$ cat src/source/soc_pkg.sv
package soc_pkg;

	//======================================================================
	// Bus payload types
	//======================================================================

	typedef logic [31:0] word_t;
	typedef logic [31:0] addr_t;

	// Current bus owner, also names the source of a fault
	typedef enum logic [1:0] {
		MASTER_NONE,
		MASTER_INSTRUCTION,
		MASTER_DATA,
		MASTER_DMA
	} master_e;

	//======================================================================
	// Address map
	//======================================================================

	// Top address nibble on the main bus
	localparam logic [3:0] REGION_RAM = 4'h2;
	localparam logic [3:0] REGION_BRIDGE = 4'h5;

	// Device nibble, bits 27:24, behind the IO bridge
	localparam logic [3:0] DEVICE_SYSREG = 4'h9;

	//======================================================================
	// System constants
	//======================================================================

	localparam word_t DEVICE_ID = 32'd1;

	// 16 KB of RAM
	localparam word_t RAM_BYTES = 32'h0000_4000;

	localparam int LED_WIDTH = 10;

endpackage
$ cat src/source/bus_if.sv
interface bus_if;

	logic request;
	logic rw;
	soc_pkg::addr_t address;
	soc_pkg::word_t wdata;
	soc_pkg::word_t rdata;
	logic ready;

	// Requesting side, holds request until ready
	modport master(
		output request, rw, address, wdata,
		input rdata, ready
	);

	// Responding side, ready is a one-cycle pulse
	modport slave(
		input request, rw, address, wdata,
		output rdata, ready
	);

endinterface

$ cat src/source/bus_decoder.sv
module bus_decoder (
	input logic clock,
	input logic i_reset,
	bus_if.slave main,
	bus_if.master ram,
	bus_if.master bridge,
	input soc_pkg::master_e i_bus_owner,
	output logic o_bus_fault,
	output soc_pkg::addr_t o_fault_address,
	output soc_pkg::master_e o_fault_master
);

	logic [3:0] region;
	logic ram_select;
	logic bridge_select;
	logic unmapped;

	assign region = main.address[31:28];
	assign ram_select = region == soc_pkg::REGION_RAM;
	assign bridge_select = region == soc_pkg::REGION_BRIDGE;
	assign unmapped = main.request && !ram_select && !bridge_select;

	// Region nibble stripped on the way down
	assign ram.request = main.request && ram_select;
	assign ram.rw = main.rw;
	assign ram.address = {4'h0, main.address[27:0]};
	assign ram.wdata = main.wdata;

	assign bridge.request = main.request && bridge_select;
	assign bridge.rw = main.rw;
	assign bridge.address = {4'h0, main.address[27:0]};
	assign bridge.wdata = main.wdata;

	// Fault responder, completes an unmapped access one cycle later
	always_ff @(posedge clock) begin
		if (i_reset)
			o_bus_fault <= 1'b0;
		else
			o_bus_fault <= unmapped && !o_bus_fault;
	end

	always_ff @(posedge clock) begin
		if (unmapped && !o_bus_fault) begin
			o_fault_address <= main.address;
			o_fault_master <= i_bus_owner;
		end
	end

	assign main.ready = ram_select ? ram.ready : bridge_select ? bridge.ready : o_bus_fault;
	assign main.rdata = ram_select ? ram.rdata : bridge_select ? bridge.rdata : '0;

	// Only one responder answers in a cycle
	assert property (@(posedge clock) disable iff (i_reset)
		!(ram.ready && bridge.ready) && !(o_bus_fault && (ram.ready || bridge.ready)));

endmodule

$ cat src/flat_wrapper.sv
// flat-port wrapper written by rule: the top's interface ports become plain ports
module bus_decoder_flat 
  (clock, i_reset, i_bus_owner, o_bus_fault, o_fault_address, o_fault_master, main_request, main_rw, main_address, main_wdata, main_rdata, main_ready, ram_request, ram_rw, ram_address, ram_wdata, ram_rdata, ram_ready, bridge_request, bridge_rw, bridge_address, bridge_wdata, bridge_rdata, bridge_ready);
  bus_if main_i ();
  bus_if ram_i ();
  bus_if bridge_i ();
  input logic clock;
  input logic i_reset;
  input soc_pkg::master_e i_bus_owner;
  output logic o_bus_fault;
  output soc_pkg::addr_t o_fault_address;
  output soc_pkg::master_e o_fault_master;
  input wire logic [$bits(main_i.request)-1:0] main_request;
  input wire logic [$bits(main_i.rw)-1:0] main_rw;
  input wire logic [$bits(main_i.address)-1:0] main_address;
  input wire logic [$bits(main_i.wdata)-1:0] main_wdata;
  output wire logic [$bits(main_i.rdata)-1:0] main_rdata;
  output wire logic [$bits(main_i.ready)-1:0] main_ready;
  output wire logic [$bits(ram_i.request)-1:0] ram_request;
  output wire logic [$bits(ram_i.rw)-1:0] ram_rw;
  output wire logic [$bits(ram_i.address)-1:0] ram_address;
  output wire logic [$bits(ram_i.wdata)-1:0] ram_wdata;
  input wire logic [$bits(ram_i.rdata)-1:0] ram_rdata;
  input wire logic [$bits(ram_i.ready)-1:0] ram_ready;
  output wire logic [$bits(bridge_i.request)-1:0] bridge_request;
  output wire logic [$bits(bridge_i.rw)-1:0] bridge_rw;
  output wire logic [$bits(bridge_i.address)-1:0] bridge_address;
  output wire logic [$bits(bridge_i.wdata)-1:0] bridge_wdata;
  input wire logic [$bits(bridge_i.rdata)-1:0] bridge_rdata;
  input wire logic [$bits(bridge_i.ready)-1:0] bridge_ready;
  assign main_i.request = main_request;
  assign main_i.rw = main_rw;
  assign main_i.address = main_address;
  assign main_i.wdata = main_wdata;
  assign main_rdata = main_i.rdata;
  assign main_ready = main_i.ready;
  assign ram_request = ram_i.request;
  assign ram_rw = ram_i.rw;
  assign ram_address = ram_i.address;
  assign ram_wdata = ram_i.wdata;
  assign ram_i.rdata = ram_rdata;
  assign ram_i.ready = ram_ready;
  assign bridge_request = bridge_i.request;
  assign bridge_rw = bridge_i.rw;
  assign bridge_address = bridge_i.address;
  assign bridge_wdata = bridge_i.wdata;
  assign bridge_i.rdata = bridge_rdata;
  assign bridge_i.ready = bridge_ready;
  bus_decoder u_core (.clock(clock), .i_reset(i_reset), .main(main_i), .ram(ram_i), .bridge(bridge_i), .i_bus_owner(i_bus_owner), .o_bus_fault(o_bus_fault), .o_fault_address(o_fault_address), .o_fault_master(o_fault_master));
endmodule
$ cat config.mk
export PLATFORM = sky130hd
export DESIGN_NAME = bus_decoder_flat
export DESIGN_NICKNAME = d
export VERILOG_FILES = /design/src/source/soc_pkg.sv /design/src/source/bus_if.sv /design/src/source/bus_decoder.sv /design/src/flat_wrapper.sv
export SDC_FILE = /design/constraint.sdc
export NUM_CORES = 1
export LEC_CHECK = 0
export BUFFER_PORTS_ARGS = -buffer_cell sky130_fd_sc_hd__buf_2
export CORE_AREA = 2 2 132 134
export CTS_CLUSTER_DIAMETER = 30
export DETAILED_ROUTE_END_ITERATION = 10
export DIE_AREA = 0 0 134 136
export HOLD_SLACK_MARGIN = 0.15
export SLEW_MARGIN = 10
export SYNTH_ARGS = -nofsm -noshare
export SYNTH_HDL_FRONTEND = slang
export SYNTH_SLANG_ARGS = --single-unit
export TNS_END_PERCENT = 100
$ cat constraint.sdc
create_clock -name clock -period 5 [get_ports clock]
set_input_delay 0.5 -clock clock [delete_from_list [all_inputs] [get_ports clock]]
set_output_delay 0.5 -clock clock [all_outputs]
set_load 0.02 [all_outputs]
* Word level (Yosys, flattened, before mapping)
Index checks and enable logic that the tools add are counted.
** Word-level totals
- Register bits :: 35
- Input bits :: 136
- Output and inout port bits :: 200
- Word-level logic and storage cells :: 17
** Operators by class
- Equality and inequality tests :: 2
- Muxes and demuxes :: 4
- Reduce and logical (&&, ||, !) cells :: 8
** Operators with widths (count)
- 32-bit two-way mux :: 2
- 1-bit logical AND :: 5
- 4-bit by 2-bit equality test with 1-bit output, second input constant :: 1
- 4-bit by 3-bit equality test with 1-bit output, second input constant :: 1
- 1-bit zero test :: 3
- 1-bit two-way mux :: 2

* Logic depth before layout (Yosys ltp)
Gate-level depths: netlist of run 1.
- Depth in word-level cells :: 5
- Mapped depth :: 4
- Mapped depth without buffers :: 3

* Worst setup path before layout of run 1
Ideal clock, no wire load.
- Kind :: input port to flip-flop
- From :: in main_address[30]
- To :: reg u_core.o_fault_address[0] (enable)
- Setup time :: 448 ps
- Arrival :: 2748 ps
- Setup slack :: 1805 ps
- Stages on the path :: 3
- Buffers on the path :: 1
- Cells stage by stage :: nor4bb_1 > buf_2 > nor4b_2
** On the way
- Longest elaborated chain between the ends :: 5
- Elaborated cells on any way between the ends :: 7
- Classes of those cells :: 2 x eq/ne; 5 x reduce/logical
** Ends and longest elaborated chain
- start, declared :: RTL line flat_wrapper.sv:15 : input wire logic [$bits(main_i.address)-1:0] main_address;
- 4-bit by 2-bit equality test with 1-bit output :: RTL line bus_decoder.sv:19 : assign ram_select = region == soc_pkg::REGION_RAM;
- 1-bit zero test :: RTL line bus_decoder.sv:21 : assign unmapped = main.request && !ram_select && !bridge_select;
- 1-bit logical AND :: RTL line bus_decoder.sv:21
- 1-bit logical AND * :: RTL line bus_decoder.sv:21
- 1-bit logical AND * :: RTL line bus_decoder.sv:43 : if (unmapped && !o_bus_fault) begin
- end signal, assigned :: RTL line bus_decoder.sv:44 : o_fault_address <= main.address;
- end, declared :: RTL line bus_decoder.sv:9 : output soc_pkg::addr_t o_fault_address,
Every way passes the cells marked *; elsewhere a longest branch is shown, timed or not.
A chain may end at the register's enable or synchronous reset.

* Final worst setup path of run 1
- From :: in main_address[30]
- To :: out main_ready
** On the way
- Longest elaborated chain between the ends :: 3
- Elaborated cells on any way between the ends :: 4
- Classes of those cells :: 2 x eq/ne; 2 x mux
** Ends and longest elaborated chain
- 4-bit by 3-bit equality test with 1-bit output :: RTL line bus_decoder.sv:20 : assign bridge_select = region == soc_pkg::REGION_BRIDGE;
- 1-bit two-way mux :: RTL line bus_decoder.sv:49 : assign main.ready = ram_select ? ram.ready : bridge_select ? bridge.ready : o_bus_fault;
- 1-bit two-way mux * :: RTL line bus_decoder.sv:49
- end, declared :: RTL line flat_wrapper.sv:18 : output wire logic [$bits(main_i.ready)-1:0] main_ready;
Marks and branches as above.

==> summary.txt, run 1 <==
Run status
  – Status: completed

Logic synthesis
  – Top_reg_cell synth: edfxtp_1
  – Post-Syn Area: 2450 um^2
  – Most common cell in the netlist: buf_4
  – EDFF count, synth: 34
  – Cell taking the most area after synthesis: edfxtp_1
  – Synth warn: 0
  – Avg Cell Area, Syn: 11.4 um^2
  – Area contributors post-synth: edfxtp_1 (42%), buf_4 (41%), a22o_1 (11%)
  – Netlist cell types: 15
  – Cells after synthesis: 214
  – Yosys top cell area share: 0.417
  – Seq/Total Area, Yosys: 0.426
  – Register bit total from synthesis: 35
  – Synth cell count leaders: buf_4 (132), edfxtp_1 (34), a22o_1 (32)
  – Post-synth ARST share: 0

Setup path
  – FF-to-FF setup slack: 3590 ps
  – Critical Path RT: 4500 ps
  – CP Max Fanout: 35
  – CP Capture Type: output port
  – WS Path Type: primary input to output port
  – Worst Path Arrival: 1740 ps
  – Startpoint Class: primary input

STA
  – Clock skew: 5.50 ps
  – Total negative slack: 0 ps
  – Hold Vio Cnt, Final: 0
  – Fin crit share: 0.448
  – Fmax: 446 MHz
  – Fin. max-slew vios: 0
  – Final setup fails: 0
  – Fin crit period: 2240 ps
  – RSZ-0062 raised after global routing: false

Die
  – DIE HEIGHT: 136 um
  – Initial Utilization: 0.145
  – Total die area: 18200 um^2
  – Core ar.: 16900 um^2
  – Die W: 134 um
  – I/O pin count: 336
  – Cell Rows: 48

Clocking
  – Gates resized, CTS repair: 0
  – H-tree depth: 2
  – CTS tree: built
  – Clk Latency, worst-skew pair: 280 ps
  – Setup Fix Bufs, Post-CTS: 0
  – CTS root buffer: clkbuf_16
  – CTS sink cnt: 35
  – Register clock-pin slew on the reported worst setup and hold paths: 60 ps
  – # hold bufs at CTS: 0
  – CTS Buf Count: 5
  – Clock buffer depth: 2

Power
  – Power Density: 282 nW/um^2
  – Leakage: 0.00154 uW
  – Worst VDD drop: 0.104 mV

Global routing
  – Routing usage on met2: 0.110
  – Met1 usage: 0.0605
  – Initial antenna violation count: 0
  – Grt met3 use: 0.0194
  – Global-route wire length before repair: 8260 um
  – Grt ovf: 0
  – GRT busiest layer: met2
  – Total track usage: 0.0615
  – Largest net degree at the start of global routing: 37
  – Vias in the first global route: 1461

Place
  – GPL Wtd Cong: 0.720
  – Area post-placement: 2910 um^2
  – Placed Cells: 540
  – Port Buffers: 228

Finish
  – Antenna Cells: 0
  – Fin nets: 458
  – Post-route cell area: 3060 um^2
  – Non-Filler Instances: 548
  – Share of layout cells above drive strength 1: 0.749
  – Area Overhead vs Synth: 24.9%

Job
  – Max Cap Viol: 0

Route
  – Vias: 1805
  – DRC Markers: 0
  – Pre-antenna DRT Iters: 4
  – Total Routed Length: 6590 um
  – DR vias/cell: 3.29
  – Iter 0 DRT Violations: 54
  – Detail Route Antenna Nets: 0
  – Drt wl/cell: 12.0 um

Min path
  – Hold Crit Class: primary input to register
[cell type report]
cell class                      instances  area, um^2
Fill cell                            1835       13800
Multi-Input combinational cell         49         420
Sequential cell                        35        1040
Clock inverter                          3        23.8
Clock buffer                            5         125
Tap cell                              225         282
Timing Repair Buffer                  231        1160
[metrics by stage]
stage	hold slack, ps	utilization	setup WS (ps)	power, uW
after global routing	380	0.181	2690	899
after floorplan	572	-	1800	568
final	375	0.181	2760	861
after CTS	364	0.181	2760	878
after detailed placement	664	0.172	2760	556
after global placement	656	0.172	2760	556
[cells in the final DEF, fill, tap and decap left out, drive strengths merged]
master and instances:
a22o 32, mux2i 1, and2 2, conb 8, dfxtp 1, edfxtp 34
buf 231, clkinvlp 2, nor4b 2, nor2b 1, nor4bb 1, nand2 1
o21ai 1, clkbuf 5, inv 1
[path summary, 6_finish.rpt]
check / cells after the start / start / endpoint
setup / recovery: 6 / main_address[30] / main_ready
hold / removal: 2 / i_reset / u_core.o_bus_fault
setup reg to reg: 2 / u_core.o_bus_fault / u_core.o_fault_address[27]
hold reg to reg: 2 / u_core.o_bus_fault / u_core.o_fault_address[28]
[where the power goes]
part	switching, uW	internal (uW)
combinational	127	72.3
sequential	4.19	345
clock	127	186
total	258	603
[layer usage]
layer  up-vias  part of all wire
met2       145              0.49
met1       809              0.35
met5         -                 0
met3        29              0.11
li1        822                 -
met4         0             0.048
[registers in the layout, indices dropped and copies added (netlist names)]
name	flops
u_core.o_fault_address	32
u_core.o_fault_master	2
u_core.o_bus_fault	1
[logic make-up (layout without fill, tap and decap cells)]
logic type	Yosys count	count (layout)	synth area share
buffers and inverters	137	239	0.423
DFF	35	35	0.426
AOI/OAI and AO/OA	33	33	0.117
and+or+nand+nor	7	7	0.0292
other	1	8	0.00153
muxes	1	1	0.00409
[critical path, stage by stage]
cell      delay (ps)
buf_2            120
nor4bb_4         280
buf_4            380
mux2i_1          230
o21ai_1           60
buf_2            170
Power figures use the tool's default switching activity.
==> inputs of run 2 (changes only) <==
--- a/config.mk
+++ b/config.mk
@@ -5,6 +5,7 @@
 export SDC_FILE = /design/constraint.sdc
 export NUM_CORES = 1
 export LEC_CHECK = 0
+export ABC_AREA = 1
 export BUFFER_PORTS_ARGS = -buffer_cell sky130_fd_sc_hd__buf_2
 export CORE_AREA = 2 2 132 134
 export CTS_CLUSTER_DIAMETER = 30
==> constraint.sdc (replaced) <==
create_clock -name clock -period 2.3 [get_ports clock]
set_input_delay 0.23 -clock clock [delete_from_list [all_inputs] [get_ports clock]]
set_output_delay 0.23 -clock clock [all_outputs]
set_load 0.02 [all_outputs]
==> run 2 against run 1 <==
Effect of this change: clock skew down 1.5 ps; clock power up 100%; synthesized cell count up 39%; hold slack worse by 220 ps; wire length up 28%; sequential power up 120%; via count up 23%; die area unchanged; clock-buffer cell count unchanged; combinational power up 140%; critical endpoint is now main_rdata[6]; largest power group unchanged.
==> summary.txt, run 2 <==
STA
  – Final setup fails: 0 (unchanged)
  – Total negative slack: 0 ps (unchanged)
  – Worst-Margin Slew: 586 ps
  – Fin crit share: 0.726
  – Hold Vio Cnt, Final: 0 (unchanged)
  – RSZ-0062 raised after global routing: false (unchanged)
  – Fin crit period: 1670 ps
  – Fin. max-slew vios: 0 (unchanged)
  – Clock skew: 3.99 ps (was 5.50 ps)
  – Slew margin rel.: 0.609
  – Fmax: 599 MHz

Setup path
  – Crit path max-delay cell type: inv_2 (was buf_4)
  – Max incr delay on CP: 430 ps (was 380 ps)
  – CP Max Fanout: 32 (was 35)
  – WS Path Type: primary input to output port (unchanged)
  – Startpoint Class: primary input (unchanged)
  – Critical Path RT: 2070 ps (was 4500 ps)
  – WP buf/inv: 4 (was 3)
  – Worst Path Arrival: 1440 ps (was 1740 ps)
  – CP top delay family: buffers and inverters (unchanged)
  – Crit-path cells: buf_2 -> nand2_1 -> inv_2 -> buf_4 -> nand3_1 -> nand2_1 -> buf_2 (was buf_2 -> nor4bb_4 -> buf_4 -> mux2i_1 -> o21ai_1 -> buf_2)
  – CP Capture Type: output port (unchanged)

Min path
  – Hold Crit Class: primary input to register (unchanged)

Route
  – Drt wl/cell: 13.2 um (was 12.0 um)
  – DRC Markers: 0 (unchanged)
  – Met2 wire len: 4160 um (was 3230 um)
  – Total Routed Length: 8440 um (was 6590 um)
  – Pre-antenna DRT Iters: 4 (unchanged)
  – Max Used Layer: met5 (was met4)
  – Iter 0 DRT Violations: 75 (was 54)
  – WL met1: 2980 um (was 2290 um)
  – Detail Route Antenna Nets: 0 (unchanged)
  – Met3 wire length: 926 um (was 751 um)
  – Vias: 2229 (was 1805)
  – DR vias/cell: 3.50 (was 3.29)

Clocking
  – Clock buffer depth: 2 (unchanged)
  – CTS root buffer: clkbuf_16 (unchanged)
  – Clk Latency, worst-skew pair: 270 ps (was 280 ps)
  – H-tree depth: 2 (unchanged)
  – Register clock-pin slew on the reported worst setup and hold paths: 50 ps (was 60 ps)
  – Gates resized, CTS repair: 0 (unchanged)
  – Setup Fix Bufs, Post-CTS: 0 (unchanged)
  – CTS sink cnt: 35 (unchanged)
  – CTS Buf Count: 5 (unchanged)
  – CTS tree: built (unchanged)

Global routing
  – Vias in the first global route: 1883 (was 1461)
  – Largest net degree at the start of global routing: 35 (was 37)
  – Grt ovf: 0 (unchanged)
  – Initial antenna violation count: 1 (was 0)
  – Total track usage: 0.0819 (was 0.0615)
  – Global-route wire length before repair: 11200 um (was 8260 um)

Logic synthesis
  – Register bit total from synthesis: 35 (unchanged)
  – Avg Cell Area, Syn: 9.00 um^2 (was 11.4 um^2)
  – Most common cell in the netlist: buf_4 (unchanged)
  – Seq/Total Area, Yosys: 0.389 (was 0.426)
  – Post-synth ARST share: 0 (unchanged)
  – Area contributors post-synth: edfxtp_1 (38%), buf_4 (36%), nand3_1 (13%) (was edfxtp_1 (42%), buf_4 (41%), a22o_1 (11%))
  – Cells after synthesis: 297 (was 214)
  – Top_reg_cell synth: edfxtp_1 (unchanged)
  – EDFF count, synth: 34 (unchanged)
  – Cell taking the most area after synthesis: edfxtp_1 (unchanged)
  – Post-Syn Area: 2670 um^2 (was 2450 um^2)
  – Yosys top cell area share: 0.382 (was 0.417)
  – Synth cell count leaders: buf_4 (130), nand3_1 (67), nand2_1 (38) (was buf_4 (132), edfxtp_1 (34), a22o_1 (32))
  – Synth warn: 0 (unchanged)
  – Netlist cell types: 13 (was 15)

Place
  – GPL Wtd Cong: 0.701 (was 0.720)
  – DP HPWL: 6950 um
  – Port Buffers: 228 (unchanged)

Die
  – Total die area: 18200 um^2 (unchanged)
  – I/O pin count: 336 (unchanged)
  – Initial Utilization: 0.158 (was 0.145)
  – Core ar.: 16900 um^2 (unchanged)
  – Cell Rows: 48 (unchanged)
  – DIE HEIGHT: 136 um (unchanged)
  – Die W: 134 um (unchanged)

Finish
  – Area Overhead vs Synth: 23.9% (was 24.9%)
  – Top reg by flops: u_core.o_fault_address (unchanged)
  – Commonest non-fill, non-tap cell in the layout: buf_2 (unchanged)
  – Fin nets: 546 (was 458)
  – Share of layout cells above drive strength 1: 0.599 (was 0.749)
  – Most frequent cells in the layout: buf_2 (228), nand3_1 (67), nand2_1 (38), edfxtp_1 (34), conb_1 (8) (was buf_2 (228), edfxtp_1 (34), a22o_1 (32), conb_1 (8), clkbuf_16 (5))
  – Top Registers: u_core.o_fault_address: 32 flops, u_core.o_fault_master: 2 flops, u_core.o_bus_fault: 1 flops (unchanged)
  – Max FFs per register: 32 (unchanged)
  – Utilization after layout: 0.196 (was 0.181)

Job
  – Max Cap Viol: 0 (unchanged)

Power
  – Leakage: 0.00176 uW (was 0.00154 uW)
  – Worst VDD drop: 0.231 mV (was 0.104 mV)
  – Power Density: 565 nW/um^2 (was 282 nW/um^2)

Run status
  – Status: completed (unchanged)
## run 2: cell count changes after synthesis, moves of 2 or more
| cell | previous run | this run |
|---|---|---|
| a21oi_1 | 0 | 2 |
| a22o_1 | 32 | 0 |
| and2_1 | 2 | 0 |
| buf_2 | 2 | 6 |
| buf_4 | 132 | 130 |
| buf_6 | 3 | 6 |
| inv_1 | 0 | 4 |
| inv_2 | 0 | 2 |
| nand2_1 | 1 | 38 |
| nand3_1 | 0 | 67 |
| nor2_1 | 0 | 3 |
| nor2_4 | 0 | 3 |
## run 2: kinds of logic (layout without fill, tap and decap cells)
| kind of cell | after synthesis | count (layout) | synth area share |
|---|---|---|---|
| flip-flops | 35 | 35 | 0.389 |
| AND/OR/NAND/NOR | 111 | 111 | 0.196 |
| buffers and inverters | 148 | 255 | 0.410 |
| other | 1 | 9 | 0.00140 |
| AO/OA/AOI/OAI | 2 | 2 | 0.00374 |
## run 2: layout make-up
cell class	count	area, um^2
Tap cell	225	282
Timing Repair Buffer	241	1260
Multi-Input combinational cell	121	563
Antenna cell	1	2.50
Clock inverter	3	20.0
Inverter	6	22.5
Fill cell	1903	13600
Sequential cell	35	1040
Clock buffer	5	125
## run 2: timing repair
item | 4_1_cts | 5_1_grt
hold buffers | 4 | 3
hold endpoints to repair | 4 | 3
setup endpoints to repair | 0 | 0
## run 2: metrics by stage
| stage | hold slack [ps] | cells | power [uW] | setup WS, ps | cell area [um^2] |
|---|---|---|---|---|---|
| after global placement | 391 | 621 | 1240 | 473 | 3090 |
| after detailed placement | 393 | 621 | 1240 | 479 | 3090 |
| after global routing | 151 | 636 | 1970 | 475 | 3310 |
| final | 159 | 637 | 1870 | 630 | 3310 |
| after CTS | 150 | 633 | 1910 | 559 | 3280 |
| after floorplan | 302 | 304 | 1270 | 664 | 2700 |
## run 2: layer usage
layer	track usage	vias to the layer above
li1	-	1068
met1	0.0905	964
met2	0.137	151
met3	0.0280	44
met4	0.0479	2
met5	0	-
## run 2: worst paths after layout
path,slack (ps),to,start,cells after the start
worst max-delay path,630,main_rdata[6],main_address[28],7
worst min-delay path,160,u_core.o_fault_address[11],main_address[11],1
worst max register to register,970,u_core.o_fault_address[15],u_core.o_bus_fault,4
worst min register to register,580,u_core.o_bus_fault,u_core.o_bus_fault,3
## run 2: report_power, final
group	total, uW	switching (uW)	internal (uW)
Combinational	474	310	163
Sequential	758	8.64	750
Clock	638	240	398
Total	1870	559	1310
