$ cat src/source/soc_pkg.sv
package soc_pkg;

	//======================================================================
	// Bus payload types
	//======================================================================

	typedef logic [31:0] word_t;
	typedef logic [31:0] addr_t;

	// Current bus owner, also names the source of a fault
	typedef enum logic [1:0] {
		MASTER_NONE,
		MASTER_INSTRUCTION,
		MASTER_DATA,
		MASTER_DMA
	} master_e;

	//======================================================================
	// Address map
	//======================================================================

	// Top address nibble on the main bus
	localparam logic [3:0] REGION_RAM = 4'h2;
	localparam logic [3:0] REGION_BRIDGE = 4'h5;

	// Device nibble, bits 27:24, behind the IO bridge
	localparam logic [3:0] DEVICE_SYSREG = 4'h9;

	//======================================================================
	// System constants
	//======================================================================

	localparam word_t DEVICE_ID = 32'd1;

	// 16 KB of RAM
	localparam word_t RAM_BYTES = 32'h0000_4000;

	localparam int LED_WIDTH = 10;

endpackage
$ cat src/source/bus_if.sv
interface bus_if;

	logic request;
	logic rw;
	soc_pkg::addr_t address;
	soc_pkg::word_t wdata;
	soc_pkg::word_t rdata;
	logic ready;

	// Requesting side, holds request until ready
	modport master(
		output request, rw, address, wdata,
		input rdata, ready
	);

	// Responding side, ready is a one-cycle pulse
	modport slave(
		input request, rw, address, wdata,
		output rdata, ready
	);

endinterface

$ cat src/source/write_buffer.sv
module write_buffer #(
	parameter int BUFFER_DEPTH = 4
) (
	input logic clock,
	input logic i_reset,
	bus_if.slave host,
	bus_if.master memory
);

	localparam int PTR_W = (BUFFER_DEPTH > 1) ? $clog2(BUFFER_DEPTH) : 1;
	localparam int COUNT_W = $clog2(BUFFER_DEPTH + 1);

	soc_pkg::addr_t queue_address [BUFFER_DEPTH];
	soc_pkg::word_t queue_data [BUFFER_DEPTH];
	logic [PTR_W-1:0] write_ptr;
	logic [PTR_W-1:0] read_ptr;
	logic [COUNT_W-1:0] count;
	logic full;
	logic empty;
	logic push;
	logic pop;
	logic issue_write;
	logic issue_read;
	logic read_done;
	logic host_ready;
	soc_pkg::word_t host_rdata;
	logic mem_busy;
	logic mem_rw;
	soc_pkg::addr_t mem_address;
	soc_pkg::word_t mem_wdata;

	function automatic logic [PTR_W-1:0] next_ptr(input logic [PTR_W-1:0] ptr);
		return (ptr == PTR_W'(BUFFER_DEPTH - 1)) ? '0 : ptr + 1'b1;
	endfunction

	assign full = count == COUNT_W'(BUFFER_DEPTH);
	assign empty = count == '0;
	assign push = host.request && host.rw && !host_ready && !full;
	assign pop = mem_busy && mem_rw && memory.ready;
	assign read_done = mem_busy && !mem_rw && memory.ready;

	// Drain first; a read only goes out with the queue empty
	assign issue_write = !mem_busy && !empty;
	assign issue_read = !mem_busy && empty && host.request && !host.rw && !host_ready;

	always_ff @(posedge clock) begin
		if (i_reset) begin
			write_ptr <= '0;
			read_ptr <= '0;
			count <= '0;
			mem_busy <= 1'b0;
			host_ready <= 1'b0;
		end else begin
			host_ready <= push || read_done;
			if (push)
				write_ptr <= next_ptr(write_ptr);
			if (pop)
				read_ptr <= next_ptr(read_ptr);
			case ({push, pop})
				2'b10: count <= count + 1'b1;
				2'b01: count <= count - 1'b1;
				default: ;
			endcase
			if (issue_write || issue_read)
				mem_busy <= 1'b1;
			else if (mem_busy && memory.ready)
				mem_busy <= 1'b0;
		end
	end

	always_ff @(posedge clock) begin
		if (push) begin
			queue_address[write_ptr] <= host.address;
			queue_data[write_ptr] <= host.wdata;
		end
		if (issue_write) begin
			mem_rw <= 1'b1;
			mem_address <= queue_address[read_ptr];
			mem_wdata <= queue_data[read_ptr];
		end else if (issue_read) begin
			mem_rw <= 1'b0;
			mem_address <= host.address;
		end
		if (read_done)
			host_rdata <= memory.rdata;
	end

	assign memory.request = mem_busy;
	assign memory.rw = mem_rw;
	assign memory.address = mem_address;
	assign memory.wdata = mem_wdata;
	assign host.ready = host_ready;
	assign host.rdata = host_rdata;

	// Queue never holds more entries than its depth
	assert property (@(posedge clock) disable iff (i_reset) count <= COUNT_W'(BUFFER_DEPTH));

	// Reads must never overtake a posted write
	assert property (@(posedge clock) disable iff (i_reset)
		memory.request && !memory.rw |-> empty);

endmodule

$ cat src/flat_wrapper.sv
// flat-port wrapper written by rule: the top's interface ports become plain ports
module write_buffer_flat 
#(
	parameter int BUFFER_DEPTH = 4
)
  (clock, i_reset, host_request, host_rw, host_address, host_wdata, host_rdata, host_ready, memory_request, memory_rw, memory_address, memory_wdata, memory_rdata, memory_ready);
  bus_if host_i ();
  bus_if memory_i ();
  input logic clock;
  input logic i_reset;
  input wire logic [$bits(host_i.request)-1:0] host_request;
  input wire logic [$bits(host_i.rw)-1:0] host_rw;
  input wire logic [$bits(host_i.address)-1:0] host_address;
  input wire logic [$bits(host_i.wdata)-1:0] host_wdata;
  output wire logic [$bits(host_i.rdata)-1:0] host_rdata;
  output wire logic [$bits(host_i.ready)-1:0] host_ready;
  output wire logic [$bits(memory_i.request)-1:0] memory_request;
  output wire logic [$bits(memory_i.rw)-1:0] memory_rw;
  output wire logic [$bits(memory_i.address)-1:0] memory_address;
  output wire logic [$bits(memory_i.wdata)-1:0] memory_wdata;
  input wire logic [$bits(memory_i.rdata)-1:0] memory_rdata;
  input wire logic [$bits(memory_i.ready)-1:0] memory_ready;
  assign host_i.request = host_request;
  assign host_i.rw = host_rw;
  assign host_i.address = host_address;
  assign host_i.wdata = host_wdata;
  assign host_rdata = host_i.rdata;
  assign host_ready = host_i.ready;
  assign memory_request = memory_i.request;
  assign memory_rw = memory_i.rw;
  assign memory_address = memory_i.address;
  assign memory_wdata = memory_i.wdata;
  assign memory_i.rdata = memory_rdata;
  assign memory_i.ready = memory_ready;
  write_buffer #(.BUFFER_DEPTH(BUFFER_DEPTH)) u_core (.clock(clock), .i_reset(i_reset), .host(host_i), .memory(memory_i));
endmodule
$ cat config.mk
export PLATFORM = sky130hd
export DESIGN_NAME = write_buffer_flat
export DESIGN_NICKNAME = d
export VERILOG_FILES = /design/src/source/soc_pkg.sv /design/src/source/bus_if.sv /design/src/source/write_buffer.sv /design/src/flat_wrapper.sv
export SDC_FILE = /design/constraint.sdc
export NUM_CORES = 1
export LEC_CHECK = 0
export BUFFER_PORTS_ARGS = -buffer_cell sky130_fd_sc_hd__buf_4
export CORE_MARGIN = 3
export CORE_UTILIZATION = 51
export CTS_BUF_LIST = sky130_fd_sc_hd__clkbuf_16
export CTS_CLUSTER_SIZE = 24
export DETAILED_ROUTE_END_ITERATION = 8
export GPL_TIMING_DRIVEN = 0
export PLACE_DENSITY = 0.74
export SLEW_MARGIN = 20
export SYNTH_ARGS = -nofsm -noshare
export SYNTH_HDL_FRONTEND = slang
export SYNTH_SLANG_ARGS = --single-unit
$ cat constraint.sdc
create_clock -name clock -period 2.8 [get_ports clock]
set_input_delay 0.28 -clock clock [delete_from_list [all_inputs] [get_ports clock]]
set_output_delay 0.28 -clock clock [all_outputs]
set_load 0.05 [all_outputs]
# After elaboration in Yosys (flattened, before gate mapping)
# Memories as Yosys holds them, arrays and structs flattened. A register that Yosys moved wholly into a read port is not among the register bits.
# Cells that the tools add are included.
# op_classes
n_addsub	4
mux	11
n_reduce_logical	25
n_eq_ne	5
# op_table
cell	n
$mux W32	2
$logic_and A1 B1 Y1	13
$mux W2	4
$eq A2 B2 Y1 const B	3
$logic_not A1 Y1	6
$pmux W3 S2	1
$reduce_bool A2 Y1	3
$add A2 B1 Y2 const B	2
$mux W1	4
$add A3 B1 Y3 const B	1
$eq A3 B3 Y1 const B	1
$logic_not A3 Y1	1
$sub A3 B1 Y3 const B	1
$eq A2 B1 Y1 const B	1
$logic_or A1 B1 Y1	2
# totals
wordCells	55
ramBits	256
out_inout_bits	99
reg_bits	74
n_memories	2
# memory_table
name	words	width	rd	rd_ports_with_merged_regs	write_ports	line	rtl
u_core.queue_address	4	32	1	1	1	write_buffer.sv:13	soc_pkg::addr_t queue_address [BUFFER_DEPTH];
u_core.queue_data	4	32	1	1	1	write_buffer.sv:14	soc_pkg::word_t queue_data [BUFFER_DEPTH];

# Longest topological paths before layout
# Gate-level depths: netlist of run 1.
# logic_depth
word_depth	7
mapped_depth	9

# Worst setup path after synthesis of run 1
# Ideal clock, no wire load.
# synth_timing
path_type	register -> register
from	reg u_core.host_ready (netlist: u_core.host.ready)
to	reg u_core.mem_address[0] (netlist: u_core.memory.address[0]), enable pin
setup_time_ns	0.434
slack_ns	-0.294
synth_period_minus_slack_ns	3.094
path_stages_with_launch	3
t_arrival_ns	2.661
path_cell_list	dfxtp_1 -> or3b_2 -> a21oi_1
# synth_between
elab_chain_len	3
# synth_lines
element	line	rtl
start, declared	write_buffer.sv:25	logic host_ready;
start signal, assigned	write_buffer.sv:54	host_ready <= push || read_done;
$logic_not A1 Y1	write_buffer.sv:44	assign issue_read = !mem_busy && empty && host.request && !host.rw && !host_ready;
$logic_and A1 B1 Y1	write_buffer.sv:44	
$reduce_bool A2 Y1 (no source line)	--	
end signal, assigned	write_buffer.sv:78	mem_address <= queue_address[read_ptr];
end signal, assigned	write_buffer.sv:82	mem_address <= host.address;
end, declared	write_buffer.sv:29	soc_pkg::addr_t mem_address;
# Every way passes these cells.
# A chain may end at the register's enable or synchronous reset.

# Final worst setup path of run 1
# layout_timing
from	reg u_core.count[2]
to	reg u_core.count[2]
# layout_between
elab_chain_len	5
# layout_lines
element	line	rtl
start, declared	write_buffer.sv:17	logic [COUNT_W-1:0] count;
start signal, assigned	write_buffer.sv:60	2'b10: count <= count + 1'b1;
start signal, assigned	write_buffer.sv:61	2'b01: count <= count - 1'b1;
$eq A3 B3 Y1	write_buffer.sv:36	assign full = count == COUNT_W'(BUFFER_DEPTH);
$logic_not A1 Y1	write_buffer.sv:38	assign push = host.request && host.rw && !host_ready && !full;
$logic_and A1 B1 Y1	write_buffer.sv:38	
$eq A2 B1 Y1 / $eq A2 B2 Y1 (equally long branches)	write_buffer.sv:59	case ({push, pop})
$pmux W3 S2 / $reduce_bool A2 Y1 (equally long branches)	--	
# Parallel ways exist; a longest one is shown, timed or not.

==> flow_metrics.env, run 1 <==
export IMPL_yosys_warnings=0
export IMPL_antenna_left=0
export IMPL_num_fill_cells=1492
export IMPL_synth_most_common_cell="edfxtp_1"
export IMPL_synth_compound_area_frac=0.006141
export IMPL_synth_area_mm2=0.01324
export IMPL_synth_edff_count=352
export IMPL_setup_tns_final_ns=0
export IMPL_ioPinCount=200
export IMPL_stdcell_count=1229
export IMPL_post_dp_cell_area_mm2=0.01529
export IMPL_synth_fp_nets=640
export IMPL_antenna_found_initial=1
export IMPL_max_freq_mhz=392.5
export IMPL_cts_num_sinks=364
export IMPL_total_leakage_power_nw=6.180
export IMPL_fin_crit_sh=0.9100
export IMPL_avgSynthCellArea_um2=24.89
export IMPL_skew_ns=0.01950
export IMPL_clk_path_buf_depth=3
export IMPL_crit_path_start_kind="flop"
export IMPL_area_growth_pct=32.25
export IMPL_endpoint="u_core.count[2]"
export IMPL_ys_ff_latch=364
export IMPL_rows=58
export IMPL_core_area_mm2=0.02533
export IMPL_cts_made_buffers=38
export IMPL_stdcell_area_mm2=0.01751
export IMPL_numPlacedInstances=1066
export IMPL_reg2reg_from="u_core.count[2]"
export IMPL_yosysTopAreaCellShare=0.7982
export IMPL_cp_arrival_ns=2.97
export IMPL_port_buffers=198
export IMPL_root_buffer="clkbuf_16"
export IMPL_wl_per_cell_um=21.13
export IMPL_synth_flop_cell="edfxtp_1"
export IMPL_die_w_um=167.1
export IMPL_maxSlewViolCount=0
export IMPL_ir_worst_vdd_uv=648.6
export IMPL_endpoint_kind="flop"
export IMPL_clk_latency_ns=0.51
export IMPL_cap_violations=0
export IMPL_vias=6553
export IMPL_status="complete, no violations"
export IMPL_synth_cells=532
export IMPL_reg2reg_slack_ns=0.25
export IMPL_synth_mux_area_frac=0.1459
export IMPL_cp_max_fo=6
export IMPL_hpwl_um=15450
export IMPL_crit_type="flop to flop"
export IMPL_grt_remaining_overflow=0
export IMPL_yosysTopAreaCell="edfxtp_1"
export IMPL_grt_pass1_vias=7250
export IMPL_tightest_slew_ns=0.7309
export IMPL_drc=0
export IMPL_totalPowerFinal_w=0.01395
export IMPL_setup_slack_ns=0.2520
export IMPL_dp_slack_ns=0.3444
export IMPL_via_per_inst=5.332
export IMPL_cts_tree="done"
export IMPL_powerDensity_mw_per_mm2=796.8
export IMPL_synth_fa_ha_area_frac=0.007181
export IMPL_grt_max_degree=42
export IMPL_synthXorXnorAreaFrac=0.001323
export IMPL_rsz0062_at_grt="no"
export IMPL_layout_nets=980
export IMPL_drive_gt1_frac=0.4154
export IMPL_synth_cell_types=34
export IMPL_yosys_top_cells_area="edfxtp_1 (80%), mux4_2 (11%), mux2_4 (3.4%)"
export IMPL_required_ns=3.22
export IMPL_setup_viol=0
export IMPL_r2r_cells=9
export IMPL_yosysSeqAreaShare=0.8163
export IMPL_timing_rr_end="u_core.count[2]"
export IMPL_timing_critical_path_from="u_core.count[2]"
export IMPL_async_flop_share=0
export IMPL_initial_core_util=0.5229
export IMPL_track_usage=0.1867
export IMPL_hp_class="input port to flop"
export IMPL_synth_simple_area_share=0.009826
export IMPL_first_pass_iters=6
export IMPL_die_area_mm2=0.02794
export IMPL_max_slew_margin=0.5127
export IMPL_drt_iter0_drc=539
export IMPL_grt_first_pass_wirelength_um=40790
export IMPL_hp_start="memory_ready"
export IMPL_final_hold_viol_count=0
export IMPL_synthTopCellsByCount="edfxtp_1 (352), mux4_2 (62), mux2_4 (30), dfxtp_1 (12), inv_1 (8)"
export IMPL_fin_crit_ns=2.548
export IMPL_routed_wl_um=25960
export IMPL_clk_pin_slew_ns=0.06
export IMPL_cts_setup_buffers=0
export IMPL_synth_top_family_by_area="multiplexers"
export IMPL_place_congestion=0.7520
export IMPL_fp_dieH_um=167.1
export IMPL_h_tree_depth=2
-- what timing repair did --
action	4_1_cts	5_1_grt
hold buffers	96	0
hold endpoints to repair	288	0
resized for setup	0	0
-- through the flow --
step,util,hold slack [ns]
global placement,0.5982,0.4589
CTS,0.6914,0.04128
detailed placement,0.6038,0.4594
finish,0.6915,0.09044
global route,0.6915,0.08386
floorplan,-,0.3789
-- worst max-delay path, stage by stage (launching register included) --
cell	delay [ns]
dfxtp_1	0.37
nor3b_1	0.50
nor2_1	0.24
inv_1	0.11
ha_1	0.20
inv_1	0.06
fa_1	0.37
xor2_1	0.16
or3_1	0.31
a21oi_1	0.15
-- state kept, by name, indices dropped and copies added (netlist names), named ones only --
name,count
u_core.memory.request,1
u_core.memory.wdata,32
u_core.read_ptr,2
u_core.queue_data,128
u_core.host.ready,1
u_core.memory.address,32
u_core.host.rdata,32
u_core.memory.rw,1
u_core.write_ptr,2
u_core.count,3
u_core.queue_address,128
-- routing by layer --
layer / vias up / track usage / wire length, um
li1: 2898 / - / -
met1: 3385 / 0.2442 / 10680
met2: 212 / 0.3178 / 13160
met3: 58 / 0.04249 / 1450
met4: 0 / 0.05763 / 668
met5: - / 0 / 0
-- worst min path at each step --
stage / endpoint / slack (ns) / depth (start not counted)
after floorplan: u_core.host.rdata[0] / 0.38 / 0
after global placement: u_core.host.rdata[27] / 0.46 / 1
after detailed placement: u_core.host.rdata[5] / 0.46 / 1
after CTS: u_core.memory.request / 0.04 / 3
after global routing: u_core.memory.request / 0.08 / 3
final: u_core.memory.request / 0.09 / 3
-- report_power, final --
group	total (W)	switching (W)	internal, W
combinational	0.00240	0.00148	0.000916
sequential	0.00657	0.000130	0.00644
clock	0.00499	0.00191	0.00308
-- area by class of cell --
cell class                      count  area [um2]  area share
Buffer                             19       146.4    0.008359
Clock buffer                       41        1026     0.05858
Multi-Input combinational cell    141        2278      0.1301
Antenna cell                        1       2.502   0.0001429
Sequential cell                   364       10810      0.6173
Tap cell                          330       412.9     0.02358
Inverter                            8       30.03    0.001715
Clock inverter                     25       231.5     0.01322
Timing Repair Buffer              300        2575      0.1470
-- layout by cell type, fill, tap and decap left out, types with 4 or more instances in the layout --
| master | instances |
|---|---|
| buf_12 | 8 |
| and2_4 | 4 |
| clkinv_1 | 6 |
| mux2_4 | 30 |
| clkbuf_16 | 41 |
| buf_2 | 6 |
| ha_1 | 6 |
| inv_1 | 17 |
| a21oi_1 | 5 |
| clkinv_2 | 5 |
| bufinv_16 | 5 |
| mux4_2 | 62 |
| dfxtp_1 | 12 |
| dlygate4sd3_1 | 96 |
| edfxtp_1 | 352 |
| buf_4 | 201 |
| nor2_1 | 5 |
-- logic make-up after synthesis --
group | after synthesis
AO/OA/AOI/OAI | 13
XOR/XNOR | 2
adder cells (fa/ha/maj) | 7
flip-flops | 364
multiplexers | 97
buffers and inverters | 27
AND/OR/NAND/NOR | 22
Note: power is estimated with default switching activity, not from simulation.
==> run 2, diff against run 1 <==
--- a/config.mk
+++ b/config.mk
@@ -7,12 +7,12 @@
 export LEC_CHECK = 0
 export BUFFER_PORTS_ARGS = -buffer_cell sky130_fd_sc_hd__buf_4
 export CORE_MARGIN = 3
-export CORE_UTILIZATION = 51
+export CORE_UTILIZATION = 61
 export CTS_BUF_LIST = sky130_fd_sc_hd__clkbuf_16
 export CTS_CLUSTER_SIZE = 24
 export DETAILED_ROUTE_END_ITERATION = 8
 export GPL_TIMING_DRIVEN = 0
-export PLACE_DENSITY = 0.74
+export PLACE_DENSITY = 0.83
 export SLEW_MARGIN = 20
 export SYNTH_ARGS = -nofsm -noshare
 export SYNTH_HDL_FRONTEND = slang
==> constraint.sdc (replaced) <==
create_clock -name clock -period 3.15 [get_ports clock]
set_input_delay 0.315 -clock clock [delete_from_list [all_inputs] [get_ports clock]]
set_output_delay 0.315 -clock clock [all_outputs]
set_load 0.05 [all_outputs]
==> flow_metrics.env, run 2 (synthesis results as in run 1) <==
export IMPL_status="complete, no violations"
export IMPL_hp_class="input port to flop"
export IMPL_required_ns=3.57
export IMPL_fp_dieH_um=153.3
export IMPL_setup_tns_final_ns=0
export IMPL_place_congestion=0.7465
export IMPL_setup_viol=0
export IMPL_rsz0062_at_grt="no"
export IMPL_timing_rr_end="u_core.count[2]"
export IMPL_cts_setup_buffers=0
export IMPL_max_slew_margin=0.4374
export IMPL_clk_latency_ns=0.50
export IMPL_slowest_delay_ns=0.60
export IMPL_cp_arrival_ns=3.18
export IMPL_die_area_mm2=0.02351
export IMPL_clkPwrFrac=0.328
export IMPL_maxSlewViolCount=0
export IMPL_reg2reg_from="u_core.count[2]"
export IMPL_rows=53
export IMPL_stdcell_area_mm2=0.01672
export IMPL_total_leakage_power_nw=5.865
export IMPL_fin_util=0.7903
export IMPL_seqPwrFrac=0.495
export IMPL_antenna_found_initial=2
export IMPL_cts_tree="done"
export IMPL_holdPathEnd="u_core.queue_data[3][5]"
export IMPL_powerDensity_mw_per_mm2=706.3
export IMPL_routed_wl_um=27790
export IMPL_cp_top_family="simple AND/OR/NAND/NOR gates"
export IMPL_hpwl_um=15810
export IMPL_setup_slack_ns=0.3839
export IMPL_numPlacedInstances=1010
export IMPL_dp_slack_ns=0.5837
export IMPL_crit_path_top_delay_cell="nor3b_1"
export IMPL_ioPinCount=200
export IMPL_grt_first_pass_wirelength_um=42170
export IMPL_grt_max_degree=42
export IMPL_skew_ns=0.01333
export IMPL_drt_iter0_drc=436
export IMPL_cts_num_sinks=364
export IMPL_layout_nets=926
export IMPL_grt_met1_usage=0.2963
export IMPL_r2r_cells=9
export IMPL_track_usage=0.2381
export IMPL_p_comb_frac=0.177
export IMPL_reg2reg_slack_ns=0.38
export IMPL_cp_max_fo=6
export IMPL_clk_pin_slew_ns=0.06
export IMPL_grt_use_met2=0.4146
export IMPL_p_switching_w=0.003125
export IMPL_ctsHoldBuffers=45
export IMPL_endpoint_kind="flop"
export IMPL_drive_gt1_frac=0.4348
export IMPL_crit_path_start_kind="flop"
export IMPL_hold_path_cell_count=1
export IMPL_antenna_left=0
export IMPL_h_tree_depth=2
export IMPL_internal_power_w=0.008683
export IMPL_stdcell_count=1119
export IMPL_cts_made_buffers=36
export IMPL_cap_violations=0
export IMPL_final_common_cell="edfxtp_1"
export IMPL_drc=0
export IMPL_hp_start="host_wdata[5]"
export IMPL_fin_crit_ns=2.766
export IMPL_via_per_inst=5.845
export IMPL_ir_worst_vdd_uv=569.2
export IMPL_grt_use_met3=0.05493
export IMPL_wl_per_cell_um=24.83
export IMPL_grt_remaining_overflow=0
export IMPL_root_buffer="clkbuf_16"
export IMPL_first_pass_iters=5
export IMPL_gr_max_usage_layer="met2"
export IMPL_cts_resized_gates=0
export IMPL_path_common_cell="inv_1"
export IMPL_crit_type="flop to flop"
export IMPL_switching_share=0.2646
export IMPL_layout_common_cells="edfxtp_1 (352), buf_4 (201), mux4_2 (62)"
export IMPL_final_hold_viol_count=0
export IMPL_post_dp_cell_area_mm2=0.01520
export IMPL_area_growth_pct=26.24
export IMPL_initial_core_util=0.6260
export IMPL_reg_largest_list="u_core.queue_address (128), u_core.queue_data (128)"
export IMPL_path_buf_inv=2
export IMPL_die_w_um=153.3
export IMPL_clk_path_buf_depth=3
export IMPL_tightest_slew_ns=0.8439
export IMPL_diodes=0
export IMPL_vias=6541
export IMPL_cp_cell_sequence="nor3b_1 -> nor2_1 -> inv_1 -> ha_1 -> inv_1 -> fa_1 -> xor2_1 -> or3_1 -> a21oi_1"
export IMPL_num_fill_cells=1029
export IMPL_port_buffers=198
export IMPL_core_area_mm2=0.02115
export IMPL_max_freq_mhz=361.5
export IMPL_grt_pass1_vias=7054
export IMPL_fin_crit_sh=0.8781
## run 2: cell count changes in the layout (fill, tap and decap cells not counted)
cell           previous run  this run
clkbuf_16                41        37
clkinv_1                  6        10
buf_12                    8         7
diode_2                   1         0
dlygate4sd3_1            96        45
clkinv_2                  5         8
bufinv_16                 5         1
inv_1                    17        16
## run 2: routing by layer
metal,vias to the layer above,part of all wire
met2,319,0.54
met1,3357,0.36
met3,71,0.074
met4,2,0.034
li1,2792,-
met5,-,0.00040
## run 2: worst max-delay path by stage
stage	startpoint	endpoint	slack (ns)	cells past startpoint
floorplan	u_core.host.ready	u_core.memory.address[0]	0.06	2
global route	u_core.count[2]	u_core.count[2]	0.17	9
detailed placement	u_core.count[2]	u_core.count[2]	0.58	9
global placement	host_rw	u_core.memory.rw	-0.98	4
finish	u_core.count[2]	u_core.count[2]	0.38	9
CTS	u_core.count[2]	u_core.count[2]	0.56	9
## run 2: through the flow
stage / hold slack [ns] / power [W]
5_1_grt: 0.002212 / 0.01218
2_1_floorplan: 0.4139 / 0.007272
6_report: 0.01897 / 0.01181
3_5_place_dp: 0.4939 / 0.007967
3_3_place_gp: 0.4761 / 0.007882
4_1_cts: 0.00002237 / 0.01185
## run 2: layout make-up
cell class,count,area [um2],area share
buffer,19,146.4,0.008757
clock buffer,37,925.9,0.05539
clock inverter,27,137.6,0.008233
inverter,8,30.03,0.001796
multi-input combinational,141,2278,0.1363
sequential,364,10810,0.6467
tap,275,344.1,0.02058
timing repair buffer,248,2044,0.1223
## run 2: worst register-to-register path, cell delays in order, from the launching register on
cell     delay [ns]
dfxtp_1        0.39
nor3b_1        0.61
nor2_1         0.28
inv_1          0.13
ha_1           0.19
inv_1          0.07
fa_1           0.38
xor2_1         0.16
or3_1          0.32
a21oi_1        0.17
## run 2: power by group through the flow
stage	clock [W]	sequential [W]	combinational [W]
finish	0.00388	0.00584	0.00209
floorplan	0	0.00665	0.000618
global route	0.00414	0.00586	0.00218
global placement	0	0.00594	0.00195
detailed placement	0	0.00593	0.00204
CTS	0.00392	0.00584	0.00209
==> run 3, diff against run 2 <==
--- a/config.mk
+++ b/config.mk
@@ -12,7 +12,7 @@
 export CTS_CLUSTER_SIZE = 24
 export DETAILED_ROUTE_END_ITERATION = 8
 export GPL_TIMING_DRIVEN = 0
-export PLACE_DENSITY = 0.83
+export PLACE_DENSITY = 0.94
 export SLEW_MARGIN = 20
 export SYNTH_ARGS = -nofsm -noshare
 export SYNTH_HDL_FRONTEND = slang
==> flow_metrics.env, run 3 (synthesis results as in run 1) <==
export IMPL_wl_per_cell_um=24.83
export IMPL_layout_nets=926
export IMPL_status="complete, no violations"
export IMPL_p_comb_frac=0.177
export IMPL_final_common_cell="edfxtp_1"
export IMPL_hpwl_um=15980
export IMPL_endpoint_kind="flop"
export IMPL_ctsHoldBuffers=36
export IMPL_reg_largest_list="u_core.queue_address (128), u_core.queue_data (128)"
export IMPL_whs_ns=0.02184
export IMPL_stdcell_count=1119
export IMPL_drive_gt1_frac=0.4348
export IMPL_layout_common_cells="edfxtp_1 (352), buf_4 (201), mux4_2 (62)"
export IMPL_routed_wl_um=27780
export IMPL_hp_start="host_wdata[6]"
export IMPL_numPlacedInstances=1010
export IMPL_final_hold_viol_count=0
export IMPL_via_per_inst=5.827
export IMPL_root_buffer="clkbuf_16"
export IMPL_setup_slack_ns=0.5998
export IMPL_grt_first_pass_wirelength_um=41850
export IMPL_cp_arrival_ns=2.98
export IMPL_tightest_slew_ns=0.8331
export IMPL_first_pass_iters=5
export IMPL_crit_path_start_kind="flop"
export IMPL_max_freq_mhz=392.1
export IMPL_reg2reg_from="u_core.count[2]"
export IMPL_initial_core_util=0.6260
export IMPL_vias=6520
export IMPL_drt_iter0_drc=578
export IMPL_die_w_um=153.3
export IMPL_rsz0062_at_grt="no"
export IMPL_antenna_found_initial=0
export IMPL_total_leakage_power_nw=5.865
export IMPL_timing_critical_path_from="u_core.count[2]"
export IMPL_diodes=0
export IMPL_area_growth_pct=26.28
export IMPL_die_area_mm2=0.02351
export IMPL_cts_made_buffers=36
export IMPL_h_tree_depth=2
export IMPL_cp_max_fo=6
export IMPL_track_usage=0.2361
export IMPL_internal_power_w=0.008685
export IMPL_hp_class="input port to flop"
export IMPL_max_slew_margin=0.4446
export IMPL_required_ns=3.58
export IMPL_clk_latency_ns=0.51
export IMPL_ir_worst_vdd_uv=587.9
export IMPL_cts_resized_gates=0
export IMPL_grt_remaining_overflow=0
export IMPL_clkPwrFrac=0.330
export IMPL_setup_viol=0
export IMPL_fin_crit_sh=0.8096
export IMPL_dp_slack_ns=0.6781
export IMPL_rows=53
export IMPL_grt_max_degree=42
export IMPL_clk_path_buf_depth=3
export IMPL_p_switching_w=0.003160
export IMPL_fin_crit_ns=2.550
export IMPL_fp_dieH_um=153.3
export IMPL_num_fill_cells=1007
export IMPL_crit_type="flop to flop"
export IMPL_ioPinCount=200
export IMPL_port_buffers=198
export IMPL_powerDensity_mw_per_mm2=708.4
export IMPL_skew_ns=0.02718
export IMPL_cts_setup_buffers=0
export IMPL_clk_pin_slew_ns=0.06
export IMPL_core_area_mm2=0.02115
export IMPL_cts_num_sinks=364
export IMPL_cts_tree="done"
export IMPL_place_congestion=0.7674
export IMPL_maxSlewViolCount=0
export IMPL_cap_violations=0
export IMPL_antenna_left=0
export IMPL_switching_share=0.2668
export IMPL_grt_pass1_vias=6916
export IMPL_seqPwrFrac=0.493
export IMPL_drc=0
[run 3: critical path: stages (launching register included)]
cell	delay (ns)
dfxtp_1	0.38
nor3b_1	0.50
nor2_1	0.26
inv_1	0.11
ha_1	0.19
inv_1	0.06
fa_1	0.37
xor2_1	0.16
or3_1	0.30
a21oi_1	0.15
[run 3: per-stage QoR]
| stage | utilization | cell area, um2 | setup TNS (ns) | total power (W) |
|---|---|---|---|---|
| after global placement | 0.7125 | 15070 | -205.96 | 0.007875 |
| after floorplan | - | 13240 | 0 | 0.007272 |
| final | 0.7905 | 16720 | 0 | 0.01185 |
| after detailed placement | 0.7187 | 15200 | 0 | 0.007968 |
| after CTS | 0.7862 | 16630 | 0 | 0.01187 |
| after global routing | 0.7905 | 16720 | 0 | 0.01223 |
[run 3: power by group through the flow]
stage	clock (W)	combinational [W]	sequential (W)
after floorplan	0	0.000618	0.00665
after global placement	0	0.00194	0.00594
after detailed placement	0	0.00204	0.00593
after CTS	0.00394	0.00209	0.00584
after global routing	0.00418	0.00218	0.00586
final	0.00391	0.00209	0.00584
[run 3: cell type report]
| type | instances | area, um2 | area share |
|---|---|---|---|
| timing repair buffer | 248 | 2044 | 0.1223 |
| tap | 275 | 344.1 | 0.02058 |
| sequential | 364 | 10810 | 0.6465 |
| multi-input combinational | 141 | 2278 | 0.1363 |
| inverter | 8 | 30.03 | 0.001796 |
| clock buffer | 37 | 925.9 | 0.05537 |
| buffer | 19 | 146.4 | 0.008754 |
| clock inverter | 27 | 142.6 | 0.008530 |
[run 3: routing by layer]
layer | vias up | wire, um | global-route usage
met5 | - | 0 | 0
met4 | 0 | 765 | 0.07485
met3 | 66 | 2199 | 0.05861
met2 | 341 | 14770 | 0.4008
met1 | 3310 | 10040 | 0.3070
li1 | 2803 | - | -
[run 3: path summary, 6_finish.rpt]
kind | endpoint | slack, ns | depth (start not counted)
max | u_core.count[2] | 0.60 | 9
min reg2reg | u_core.memory.rw | 0.52 | 2
min | u_core.queue_data[3][6] | 0.02 | 1
max reg2reg | u_core.count[2] | 0.60 | 9
